===== config.mk =====
export PLATFORM = sky130hd
export DESIGN_NAME = fp_simd_unit
export DESIGN_NICKNAME = d
export VERILOG_FILES = /design/src/logic/fp_simd_pkg.sv /design/src/logic/fp_lane_if.sv /design/src/logic/fp_noncomp_lane.sv /design/src/logic/fp_simd_slice.sv /design/src/logic/fp_simd_unit.sv
export SDC_FILE = /design/constraint.sdc
export NUM_CORES = 1
export LEC_CHECK = 0
export BUFFER_PORTS_ARGS = -buffer_cell sky130_fd_sc_hd__clkbuf_2
export CAP_MARGIN = 5
export CORE_MARGIN = 2
export CORE_UTILIZATION = 35
export DETAILED_ROUTE_END_ITERATION = 10
export PLACE_DENSITY = 0.64
export SKIP_CTS_REPAIR_TIMING = 1
export SLEW_MARGIN = 25
export SYNTH_ARGS = -nofsm -noshare
export SYNTH_HDL_FRONTEND = slang
export SYNTH_SLANG_ARGS = --single-unit

===== constraint.sdc =====
create_clock -name clk_i -period 7.7 [get_ports clk_i]
set_clock_uncertainty 0.05 [all_clocks]
set_input_delay 1.54 -clock clk_i [delete_from_list [all_inputs] [get_ports clk_i]]
set_output_delay 1.54 -clock clk_i [all_outputs]
set_load 0.01 [all_outputs]

===== src/logic/fp_simd_pkg.sv =====
// Binary16 only, two lanes per 32-bit word, status reports NV alone and no rounding modes
`default_nettype none

package fp_simd_pkg;

  // --------------------
  // Format constants
  // --------------------
  localparam int unsigned WIDTH     = 32;
  localparam int unsigned FP_W      = 16;
  localparam int unsigned NUM_LANES = WIDTH / FP_W;
  localparam int unsigned TAG_W     = 4;

  // Quiet NaN with exponent all ones and mantissa MSB set
  localparam logic [FP_W-1:0] CANON_NAN = 16'h7E00;

  // Non-computational operations
  typedef enum logic [3:0] {
    SGNJ,
    SGNJN,
    SGNJX,
    FMIN,
    FMAX,
    FEQ,
    FLT,
    FLE,
    FCLASS
  } op_e;

  // IEEE exception flags, same order as fflags
  typedef struct packed {
    logic nv;
    logic dz;
    logic of;
    logic uf;
    logic nx;
  } status_t;

  // One-hot class, bit 0 first
  typedef enum logic [9:0] {
    NEGINF     = 10'b00_0000_0001,
    NEGNORM    = 10'b00_0000_0010,
    NEGSUBNORM = 10'b00_0000_0100,
    NEGZERO    = 10'b00_0000_1000,
    POSZERO    = 10'b00_0001_0000,
    POSSUBNORM = 10'b00_0010_0000,
    POSNORM    = 10'b00_0100_0000,
    POSINF     = 10'b00_1000_0000,
    SNAN       = 10'b01_0000_0000,
    QNAN       = 10'b10_0000_0000
  } classmask_e;

  // Binary16 field layout
  typedef struct packed {
    logic       sign;
    logic [4:0] exponent;
    logic [9:0] mantissa;
  } fp16_t;

  // Raw bits for sign injection, fields for class and compare
  typedef union packed {
    logic [FP_W-1:0] raw;
    fp16_t           fields;
  } fp16_u;

endpackage

`default_nettype wire


===== src/logic/fp_lane_if.sv =====
// One lane's request and response with valid/ready on both sides; no clock inside
`default_nettype none

interface fp_lane_if;
  import fp_simd_pkg::*;

  // Request side
  fp16_u              a;
  fp16_u              b;
  op_e                op;
  logic [TAG_W-1:0]   tag;
  logic               vec;
  logic               valid;
  logic               ready;

  // Response side
  logic [FP_W-1:0]    result;
  status_t            status;
  classmask_e         class_mask;
  logic               is_class;
  logic               ext_bit;
  logic [TAG_W-1:0]   tag_out;
  logic               vec_out;
  logic               out_valid;
  logic               out_ready;
  logic               busy;

  modport slice (
    output a, b, op, tag, vec, valid, out_ready,
    input  ready, result, status, class_mask, is_class, ext_bit, tag_out, vec_out,
    input  out_valid, busy
  );

  modport lane (
    input  a, b, op, tag, vec, valid, out_ready,
    output ready, result, status, class_mask, is_class, ext_bit, tag_out, vec_out,
    output out_valid, busy
  );

endinterface

`default_nettype wire


===== src/logic/fp_noncomp_lane.sv =====
// Single register stage, one item in flight; min/max order -0 below +0, compares do not
`default_nettype none

module fp_noncomp_lane (
  input  wire logic clk_i,
  input  wire logic rst_n_i,
  input  wire logic flush_i,
  fp_lane_if.lane   lane_io
);
  import fp_simd_pkg::*;

  // Classify one operand through the field view
  function automatic classmask_e classify(fp16_u x);
    logic       exp_ones;
    logic       exp_zero;
    logic       man_zero;
    classmask_e cls;
    exp_ones = &x.fields.exponent;
    exp_zero = ~|x.fields.exponent;
    man_zero = ~|x.fields.mantissa;
    if (exp_ones && man_zero) begin
      cls = x.fields.sign ? NEGINF : POSINF;
    end else if (exp_ones) begin
      // Quiet bit is mantissa MSB
      cls = x.fields.mantissa[9] ? QNAN : SNAN;
    end else if (exp_zero && man_zero) begin
      cls = x.fields.sign ? NEGZERO : POSZERO;
    end else if (exp_zero) begin
      cls = x.fields.sign ? NEGSUBNORM : POSSUBNORM;
    end else begin
      cls = x.fields.sign ? NEGNORM : POSNORM;
    end
    return cls;
  endfunction

  // --------------------
  // Operand decode
  // --------------------
  fp16_u      a_u, b_u;
  classmask_e class_a, class_b;
  logic       a_nan, b_nan, any_nan, any_snan;
  logic       a_zero, b_zero;
  logic [14:0] mag_a, mag_b;
  logic       a_smaller, equal;

  assign a_u     = lane_io.a;
  assign b_u     = lane_io.b;
  assign class_a = classify(a_u);
  assign class_b = classify(b_u);

  assign a_nan    = (class_a == SNAN) || (class_a == QNAN);
  assign b_nan    = (class_b == SNAN) || (class_b == QNAN);
  assign any_nan  = a_nan | b_nan;
  assign any_snan = (class_a == SNAN) || (class_b == SNAN);
  assign a_zero   = (class_a == POSZERO) || (class_a == NEGZERO);
  assign b_zero   = (class_b == POSZERO) || (class_b == NEGZERO);

  assign mag_a = {a_u.fields.exponent, a_u.fields.mantissa};
  assign mag_b = {b_u.fields.exponent, b_u.fields.mantissa};

  // Total order with -0 below +0
  always_comb begin : order_cmp
    if (a_u.fields.sign != b_u.fields.sign) begin
      a_smaller = a_u.fields.sign;
    end else if (a_u.fields.sign) begin
      // Both negative, larger magnitude is smaller
      a_smaller = mag_a > mag_b;
    end else begin
      a_smaller = mag_a < mag_b;
    end
  end

  // IEEE equality, zeros equal regardless of sign
  assign equal = (a_u.raw == b_u.raw) || (a_zero && b_zero);

  // --------------------
  // Operation select
  // --------------------
  logic [FP_W-1:0] result_d;
  status_t         status_d;
  logic            ext_d;
  logic            is_class_d;

  always_comb begin : op_select
    result_d   = '0;
    status_d   = '0;
    ext_d      = 1'b0;
    is_class_d = 1'b0;
    case (lane_io.op)
      SGNJ: begin
        result_d = {b_u.raw[15], a_u.raw[14:0]};
        ext_d    = 1'b1;
      end
      SGNJN: begin
        result_d = {~b_u.raw[15], a_u.raw[14:0]};
        ext_d    = 1'b1;
      end
      SGNJX: begin
        result_d = {a_u.raw[15] ^ b_u.raw[15], a_u.raw[14:0]};
        ext_d    = 1'b1;
      end
      FMIN, FMAX: begin
        ext_d       = 1'b1;
        status_d.nv = any_snan;
        if (a_nan && b_nan) begin
          result_d = CANON_NAN;
        end else if (a_nan) begin
          // Single NaN yields the other operand
          result_d = b_u.raw;
        end else if (b_nan) begin
          result_d = a_u.raw;
        end else begin
          result_d = ((lane_io.op == FMIN) == a_smaller) ? a_u.raw : b_u.raw;
        end
      end
      FEQ: begin
        status_d.nv = any_snan;
        result_d[0] = ~any_nan & equal;
      end
      FLT: begin
        // Signaling compare, any NaN raises NV
        status_d.nv = any_nan;
        result_d[0] = ~any_nan & a_smaller & ~equal;
      end
      FLE: begin
        status_d.nv = any_nan;
        result_d[0] = ~any_nan & (a_smaller | equal);
      end
      FCLASS: begin
        result_d   = FP_W'(class_a);
        is_class_d = 1'b1;
      end
      default: begin
        result_d = '0;
      end
    endcase
  end

  // --------------------
  // Output register
  // --------------------
  logic             valid_q;
  logic             rdy_en_q;
  logic             lane_ready;
  logic             accept;
  logic [FP_W-1:0]  result_q;
  status_t          status_q;
  classmask_e       class_q;
  logic             is_class_q;
  logic             ext_q;
  logic [TAG_W-1:0] tag_q;
  logic             vec_q;

  // Empty or draining this cycle
  assign lane_ready = rdy_en_q & (~valid_q | lane_io.out_ready);
  assign accept     = lane_io.valid & lane_ready;

  always_ff @(posedge clk_i or negedge rst_n_i) begin : ctrl_regs
    if (!rst_n_i) begin
      valid_q  <= 1'b0;
      rdy_en_q <= 1'b0;
    end else begin
      // Ready comes up one cycle after reset release
      rdy_en_q <= 1'b1;
      if (flush_i) begin
        valid_q <= 1'b0;
      end else if (lane_ready) begin
        valid_q <= lane_io.valid;
      end
    end
  end

  // Payload held while stalled
  always_ff @(posedge clk_i) begin : data_regs
    if (accept) begin
      result_q   <= result_d;
      status_q   <= status_d;
      class_q    <= class_a;
      is_class_q <= is_class_d;
      ext_q      <= ext_d;
      tag_q      <= lane_io.tag;
      vec_q      <= lane_io.vec;
    end
  end

  assign lane_io.ready      = lane_ready;
  assign lane_io.out_valid  = valid_q;
  assign lane_io.busy       = valid_q;
  assign lane_io.result     = result_q;
  assign lane_io.status     = status_q;
  assign lane_io.class_mask = class_q;
  assign lane_io.is_class   = is_class_q;
  assign lane_io.ext_bit    = ext_q;
  assign lane_io.tag_out    = tag_q;
  assign lane_io.vec_out    = vec_q;

endmodule

`default_nettype wire


===== src/logic/fp_simd_slice.sv =====
// Upper lane runs only in vector mode; scalar lane 0 inputs must be NaN-boxed or become qNaN
`default_nettype none

module fp_simd_slice (
  input  wire logic                                  clk_i,
  input  wire logic                                  rst_n_i,
  // Request
  input  wire logic [1:0][fp_simd_pkg::WIDTH-1:0]    operands_i,
  input  wire fp_simd_pkg::op_e                      op_i,
  input  wire logic                                  vectorial_op_i,
  input  wire logic [fp_simd_pkg::TAG_W-1:0]         tag_i,
  // Input handshake
  input  wire logic                                  in_valid_i,
  output logic                                       in_ready_o,
  input  wire logic                                  flush_i,
  // Response
  output logic [fp_simd_pkg::WIDTH-1:0]              result_o,
  output fp_simd_pkg::status_t                       status_o,
  output logic [fp_simd_pkg::TAG_W-1:0]              tag_o,
  // Output handshake
  output logic                                       out_valid_o,
  input  wire logic                                  out_ready_i,
  output logic                                       busy_o
);
  import fp_simd_pkg::*;

  fp_lane_if lane_if [NUM_LANES] ();

  logic                            result_is_vector;
  logic [NUM_LANES-1:0]            lane_out_valid;
  logic [NUM_LANES-1:0]            lane_busy;
  status_t [NUM_LANES-1:0]         lane_status;
  logic [NUM_LANES-1:0][FP_W-1:0]  slice_result;
  logic [NUM_LANES-1:0][7:0]       vec_class;
  logic [WIDTH-1:0]                class_result;

  // Vector flag of the item at the head of lane 0
  assign result_is_vector = lane_if[0].vec_out;

  // --------------------
  // Lanes
  // --------------------
  for (genvar l = 0; l < NUM_LANES; l++) begin : gen_lane
    fp16_u [1:0] local_op;
    logic [9:0]  m;
    logic        neg;

    // Slice out lane operands, NaN-box check on scalar lane 0
    always_comb begin : lane_operands
      for (int i = 0; i < 2; i++) begin
        local_op[i].raw = operands_i[i][l*FP_W +: FP_W];
        if ((l == 0) && !vectorial_op_i && (operands_i[i][WIDTH-1:FP_W] != '1)) begin
          local_op[i].raw = CANON_NAN;
        end
      end
    end

    assign lane_if[l].a     = local_op[0];
    assign lane_if[l].b     = local_op[1];
    assign lane_if[l].op    = op_i;
    assign lane_if[l].tag   = tag_i;
    assign lane_if[l].vec   = vectorial_op_i;
    // Upper lane only takes vector requests
    assign lane_if[l].valid = in_valid_i & ((l == 0) | vectorial_op_i);

    fp_noncomp_lane lane_inst (
      .clk_i   (clk_i),
      .rst_n_i (rst_n_i),
      .flush_i (flush_i),
      .lane_io (lane_if[l].lane)
    );

    // Upper lane drains together with lane 0
    assign lane_if[l].out_ready = out_ready_i & ((l == 0) | result_is_vector);
    assign lane_out_valid[l]    = lane_if[l].out_valid & ((l == 0) | result_is_vector);
    assign lane_busy[l]         = lane_if[l].busy;

    // Unused lane is filled with lane 0's extension bit
    assign slice_result[l] = lane_out_valid[l] ? lane_if[l].result
                                               : {FP_W{lane_if[0].ext_bit}};
    assign lane_status[l]  = lane_out_valid[l] ? lane_if[l].status : '0;

    // 8-bit vector class block
    assign m   = lane_if[l].class_mask;
    assign neg = |m[3:0];
    assign vec_class[l] = {
      neg,          // negative
      ~neg,         // positive
      m[9],         // qnan
      m[8],         // snan
      m[3] | m[4],  // zero
      m[2] | m[5],  // subnormal
      m[1] | m[6],  // normal
      m[0] | m[7]   // inf
    };
  end

  // --------------------
  // Output side
  // --------------------
  assign in_ready_o = lane_if[0].ready;

  // Scalar class is the 10-bit mask zero-extended
  assign class_result = result_is_vector ? WIDTH'(vec_class) : WIDTH'(lane_if[0].class_mask);

  assign result_o    = lane_if[0].is_class ? class_result : slice_result;
  assign tag_o       = lane_if[0].tag_out;
  assign out_valid_o = lane_out_valid[0];
  assign busy_o      = |lane_busy;

  // OR of gated lane flags
  always_comb begin : status_merge
    status_t acc;
    acc = '0;
    for (int i = 0; i < NUM_LANES; i++) begin
      acc = acc | lane_status[i];
    end
    status_o = acc;
  end

endmodule

`default_nettype wire


===== src/logic/fp_simd_unit.sv =====
// Top level with plain ports, no added latency over the slice
`default_nettype none

module fp_simd_unit (
  input  wire logic                                  clk_i,
  input  wire logic                                  rst_n_i,
  // Request
  input  wire logic [1:0][fp_simd_pkg::WIDTH-1:0]    operands_i,
  input  wire fp_simd_pkg::op_e                      op_i,
  input  wire logic                                  vectorial_op_i,
  input  wire logic [fp_simd_pkg::TAG_W-1:0]         tag_i,
  // Input handshake
  input  wire logic                                  in_valid_i,
  output logic                                       in_ready_o,
  input  wire logic                                  flush_i,
  // Response
  output logic [fp_simd_pkg::WIDTH-1:0]              result_o,
  output fp_simd_pkg::status_t                       status_o,
  output logic [fp_simd_pkg::TAG_W-1:0]              tag_o,
  // Output handshake
  output logic                                       out_valid_o,
  input  wire logic                                  out_ready_i,
  output logic                                       busy_o
);

  fp_simd_slice slice_inst (
    .clk_i          (clk_i),
    .rst_n_i        (rst_n_i),
    .operands_i     (operands_i),
    .op_i           (op_i),
    .vectorial_op_i (vectorial_op_i),
    .tag_i          (tag_i),
    .in_valid_i     (in_valid_i),
    .in_ready_o     (in_ready_o),
    .flush_i        (flush_i),
    .result_o       (result_o),
    .status_o       (status_o),
    .tag_o          (tag_o),
    .out_valid_o    (out_valid_o),
    .out_ready_i    (out_ready_i),
    .busy_o         (busy_o)
  );

endmodule

`default_nettype wire


Yosys cells after proc, flatten, opt, wreduce, memory -nomap -nowiden

Index checks and enable logic that the tools add are counted.

Input bits: 78
Word-level logic and storage cells: 217
Output and inout port bits: 44
Register bits after elaboration: 64

Magnitude comparators: 4
Equal/unequal tests: 32
Muxes and demuxes: 68
Bitwise gates (word level): 42
Reduce and logical (&&, ||, !) cells: 58

Operator list:

| kind                                                             | count |
|---|---|
| 16-bit 2-to-1 mux                                                | 13 |
| 15-bit case mux with 5 select lines                              | 2 |
| 10-bit 2-to-1 mux                                                | 12 |
| 7-bit 2-to-1 mux                                                 | 12 |
| 10-bit == test, second input constant                            | 4 |
| 10-bit by 4-bit == test with 1-bit output, second input constant | 4 |
| 10-bit by 5-bit == test with 1-bit output, second input constant | 4 |
| 10-bit by 9-bit == test with 1-bit output, second input constant | 4 |
| 10-bit OR reduction                                              | 4 |
| 16-bit == test                                                   | 2 |
| 32-bit 2-to-1 mux                                                | 1 |
| 8-bit 2-to-1 mux                                                 | 4 |
| 16-bit != test, second input constant                            | 2 |
| 15-bit greater-than comparator                                   | 2 |
| 15-bit less-than comparator                                      | 2 |
| 5-bit 2-to-1 mux                                                 | 6 |
| 5-bit OR reduction                                               | 5 |
| 6-bit 2-to-1 mux                                                 | 4 |
| 5-bit AND reduction                                              | 4 |
| 4-bit by 3-bit == test with 1-bit output, second input constant  | 4 |
| 1-bit AND                                                        | 15 |
| 1-bit logical AND                                                | 14 |
| 1-bit OR                                                         | 14 |
| 1-bit logical OR                                                 | 12 |
| 17 further kinds                                                 | 54 |

Logic depth before layout (Yosys ltp)

Depth after elaboration: 16
Gate-level depth with buffers: 16
Gate-level depth less buffers: 15

Cells and area by module

From an unflattened synthesis, not the netlist that was laid out.

Cells, all modules: 609
Area, all modules: 5525.3 sq um

By module, submodules not included:

| module                                              | area an instance (sq um) | cells each | times used | sequential area each (sq um) |
|---|---|---|---|---|
| fp_noncomp_lane at slice_inst.gen_lane[0].lane_inst | 2332.2                   | 230        | 1          | 1071.0 |
| fp_noncomp_lane at slice_inst.gen_lane[1].lane_inst | 2279.7                   | 222        | 1          | 1071.0 |
| fp_simd_slice                                       | 913.4                    | 157        | 1          | 0.0 |

Worst setup path after synthesis

Ideal clock, no wire load.

Kind: input to register
Start: input operands_i[61] in the netlist's numbering
End: register slice_inst.gen_lane[0].lane_inst.result_q[0], data pin
Arrival time: 4624 ps
Stages on the path: 15
Setup slack: 2761 ps
Path buffers: 1
Library setup time: 266 ps
Data required time: 7384 ps
Cell sequence: inv_1 > nor3_2 > a31o_1 > clkbuf_1 > nand2_1 > ha_1 > a21o_1 > a221o_1 > a221oi_2 > a21boi_1 > a2bb2oi_2 > xnor2_1 > a211oi_4 > a221oi_1 > o21ai_1

Word-level cells in the longest chain between the ends: 16
Elaborated cells on any way between the ends: 48
Those cells by class: 2 x order compare; 8 x eq/ne; 17 x mux; 8 x bitwise; 13 x reduce/logical

Ends and longest elaborated chain:

| item                                                                 | line                   | source |
|---|---|---|
| start, declared                                                      | fp_simd_unit.sv:8      | `input wire logic [1:0][fp_simd_pkg::WIDTH-1:0] operands_i,` |
| 16-bit != test (*)                                                   | fp_simd_slice.sv:52    | `if ((l == 0) && !vectorial_op_i && (operands_i[i][WIDTH-1:FP_W] != '1)) begin` |
| 1-bit logical AND (*)                                                | fp_simd_slice.sv:52    |  |
| 16-bit 2-to-1 mux (*)                                                | fp_simd_slice.sv:52    |  |
| branches (longest 12 deep; another with 15-bit less-than comparator) | n/a                    |  |
| 1-bit case mux with 6 select lines (*)                               | fp_noncomp_lane.sv:89  | `case (lane_io.op)` |
| net slice_inst.gen_lane[0].lane_inst.result_d[0]                     | fp_noncomp_lane.sv:79  | `logic [FP_W-1:0] result_d;` |
| end signal, assigned                                                 | fp_noncomp_lane.sv:176 | `result_q <= result_d;` |
| end, declared                                                        | fp_noncomp_lane.sv:146 | `logic [FP_W-1:0] result_q;` |

Mark *: on every way through the listed nets, which the timed path passes.
A chain may end at the register's enable or synchronous reset.

Worst setup path in the final report

Start: input operands_i[31] in the netlist's numbering
End: register slice_inst.gen_lane[0].lane_inst.result_q[0], data pin

Word-level cells in the longest chain between the ends: 16
Elaborated cells on any way between the ends: 48
Those cells by class: 2 x order compare; 8 x eq/ne; 17 x mux; 8 x bitwise; 13 x reduce/logical

Ends and longest elaborated chain:

| item                                                                 | line |
|---|---|
| 16-bit != test (*)                                                   | fp_simd_slice.sv:52 |
| 1-bit logical AND (*)                                                | fp_simd_slice.sv:52 |
| 16-bit 2-to-1 mux (*)                                                | fp_simd_slice.sv:52 |
| branches (longest 12 deep; another with 15-bit less-than comparator) | n/a |
| 1-bit case mux with 6 select lines (*)                               | fp_noncomp_lane.sv:89 |
| net slice_inst.gen_lane[0].lane_inst.result_d[0]                     | fp_noncomp_lane.sv:79 |

Marks and branches as above.

==> impl_metrics.toml <==
[critical_path]
cp.arrival_ns = 5.34
timing.critical_path.to = "slice_inst.gen_lane[0].lane_inst.lane_io.result[0]"
crit_fanout = 14
cp_data_required_time_ns = 7.70
endpoint_kind = "register"
r2r_end = "slice_inst.gen_lane[0].lane_inst.lane_io.busy"
cp_cell_sequence = "clkbuf_2 -> inv_2 -> nor3_4 -> a41oi_4 -> nor2_1 -> inv_1 -> ha_1 -> and4_1 -> nand4_1 -> or3_1 -> a21boi_1 -> a2bb2oi_2 -> xnor2_1 -> a211oi_4 -> a221oi_1 -> o21ai_1"
critical-path-max-stage-delay_ns = 0.45
criticalPathCategory = "in2reg"
startpoint = "operands_i[31]"
crit_family = "compound AO/OA/AOI/OAI gates"
rrSetupSlack_ns = 5.66
critPathLaunchType = "input port"
worstSetupPathDepth = 16
reg2regPathDepth = 7
regToRegStartpoint = "slice_inst.gen_lane[0].lane_inst.lane_io.busy"
critPathSlowestCell = "xnor2_1"
cp_num_buf_inv = 3

[synth]
yosysMostFrequentCell = "edfxtp_1"
synth-edff-count = 61
yosysTopAreaCell = "edfxtp_1"
ys.flop_type = "edfxtp_1"
yosysSeqAreaShare = 0.390
synth.top_cell.area_share = 0.374
yosysWarnings = 0
async_flop_share = 0.0469
yosys.cell_types.count = 67
avgSynthCellArea_sq_um = 8.90
synth.cell_area_sq_um = 4890
syn_inst = 550
ys_seq_elements = 64
synth_area_leaders = "edfxtp_1, ha_1, a21oi_1"
synth_common_cells = "edfxtp_1, a21oi_1, nor2_1, nand2_1, inv_1"

[layout]
multi_input_area_sq_um = 2740
fillers = 1406
fin_area_sq_um = 5930
drive_above_1_share = 0.236
antenna-diode-count = 0
fin_util = 0.430
seq_area_sq_um = 1910
fin_nets = 759
area_growth_pct = 21.1

[clock_network]
cts.path.max_buffers = 2
insertion_delay_ns = 0.32
ctsRootBufferMaster = "clkbuf_16"
clk_pin_slew_ns = 0.05
cts_tree = "done"
cts_sinks = 64
h-tree-depth = 3
numCtsBuffers = 9

[pwr]
p_leak_nw = 2.43
p_per_area_nw_per_um2 = 173
total_power_mw = 1.03
peakVddDrop_mv = 0.0992

[die]
core_sq_um = 13800
die_height_um = 122
num_rows = 43
die_w_um = 122
dieArea_sq_um = 14900
pin_count = 122
start_util = 0.355

[global_route]
grt_pass1_vias = 4342
grt_max_degree = 48
grt_antenna_before_repair = 0
grt_use_total = 0.200
grt-ovfl-total = 0
grt_pass1_wl_um = 23200

[sta]
max_freq_mhz = 187
grt_setup_unrepaired = "false"
drv_slew = 0
setup_tns_ns = 0
relSlewSlack = 0.311
fin_crit_sh = 0.693
period_needed_ns = 5.34
final_hold_viol_count = 0
worstMarginPinSlew_ns = 1.03
final-setup-viol-count = 0

[placed_design]
dp_hpwl_um = 11900
io_buffer_count = 117
gp_congestion = 0.996
dpl_cell_area_sq_um = 5600

[routing]
wl_um = 15000
firstDrtPassIters = 5
post_drt_wl_per_cell_um = 17.9
via_count = 4714
drtIter0Drc = 457
viasPerCell = 5.64
ant_nets = 0
drc = 0

[run]
maxCapViolCount = 0

[status]
outcome = "complete, no violations"

[hold_path]
hp-class = "reg2reg"
## worst register-to-register path, cell delays in order, from the launching register on
cell,delay (ns)
dfrtp_1,0.83
inv_1,0.08
o21ai_0,0.25
inv_1,0.08
and2_1,0.16
buf_4,0.26
a21oi_1,0.17
nor2_1,0.05
## layout by cell type, fill, tap and decap left out, types with 6 or more instances in the layout
| master | netlist | final |
|---|---|---|
| nor2_1 | 58 | 58 |
| a22o_1 | 7 | 7 |
| a221o_1 | 19 | 19 |
| or4_1 | 7 | 7 |
| inv_1 | 31 | 31 |
| a21oi_1 | 58 | 57 |
| nor3_1 | 19 | 19 |
| and2_1 | 14 | 14 |
| clkbuf_16 | 0 | 9 |
| clkbuf_2 | 0 | 117 |
| a211oi_1 | 8 | 8 |
| nor4_1 | 8 | 8 |
| o21ai_0 | 18 | 18 |
| nand2_1 | 39 | 39 |
| edfxtp_1 | 61 | 61 |
| o22ai_1 | 9 | 9 |
| nand4_1 | 12 | 12 |
| ha_1 | 30 | 30 |
| nand3_1 | 30 | 30 |
| or3_1 | 6 | 6 |
## metrics by stage
step / hold slack, ns / setup WS, ns / instances
after floorplan: 0.502 / 2.76 / 553
after global placement: 0.527 / 2.12 / 820
after detailed placement: 0.555 / 2.12 / 820
after CTS: 0.565 / 2.46 / 836
after global routing: 0.595 / 2.15 / 836
final: 0.565 / 2.36 / 836
## state kept, by name, indices dropped and copies added (netlist names)
register                                          flops
slice_inst.gen_lane.lane_inst.lane_io.class_mask     20
slice_inst.gen_lane.lane_inst.lane_io.busy            2
slice_inst.gen_lane.lane_inst.lane_io.vec_out         1
slice_inst.gen_lane.lane_inst.lane_io.is_class        1
slice_inst.gen_lane.lane_inst.rdy_en_q                1
slice_inst.gen_lane.lane_inst.lane_io.tag_out         4
slice_inst.gen_lane.lane_inst.lane_io.ext_bit         1
slice_inst.gen_lane.lane_inst.lane_io.result         32
slice_inst.gen_lane.lane_inst.lane_io.status          2
## logic make-up (layout without fill, tap and decap cells)
logic type	count (synthesis)	in the layout	share of synthesized area
flip-flops	64	64	0.390
AO/OA/AOI/OAI	159	159	0.227
XOR/XNOR	5	5	0.00895
AND/OR/NAND/NOR	221	221	0.234
adder cells (fa/ha/maj)	30	30	0.0767
buffers and inverters	66	169	0.0560
multiplexers	3	3	0.00614
other	2	5	0.00153
## power by group
group	switching (mW)	internal, mW	total [mW]
registers	0.00684	0.395	0.402
clock network	0.140	0.283	0.424
logic	0.125	0.0748	0.200
## worst min-delay path by stage
stage                                                    endpoint                                       from  cells past startpoint
CTS                 slice_inst.gen_lane[1].lane_inst.lane_io.busy  slice_inst.gen_lane[0].lane_inst.rdy_en_q                      3
floorplan           slice_inst.gen_lane[1].lane_inst.lane_io.busy  slice_inst.gen_lane[0].lane_inst.rdy_en_q                      2
detailed placement  slice_inst.gen_lane[1].lane_inst.lane_io.busy  slice_inst.gen_lane[0].lane_inst.rdy_en_q                      3
global placement    slice_inst.gen_lane[1].lane_inst.lane_io.busy  slice_inst.gen_lane[0].lane_inst.rdy_en_q                      3
finish              slice_inst.gen_lane[1].lane_inst.lane_io.busy  slice_inst.gen_lane[0].lane_inst.rdy_en_q                      3
global route        slice_inst.gen_lane[1].lane_inst.lane_io.busy  slice_inst.gen_lane[0].lane_inst.rdy_en_q                      2
## final cells by class
type | instances | area share
flip-flops and latches | 64 | 0.322
well taps | 180 | 0.0380
clock inverters | 7 | 0.0160
multi-input cells | 423 | 0.462
inverters | 32 | 0.0203
repair buffers | 121 | 0.104
clock buffers | 9 | 0.0380
## per-layer routing
metal	GRT usage	wire length (um)	vias up
met3	0.0307	1040	17
met4	0.0496	155	0
met5	0	0	-
met1	0.296	7070	2224
li1	-	-	2287
met2	0.304	6680	186
No activity file was read; power rests on OpenSTA's default activity.
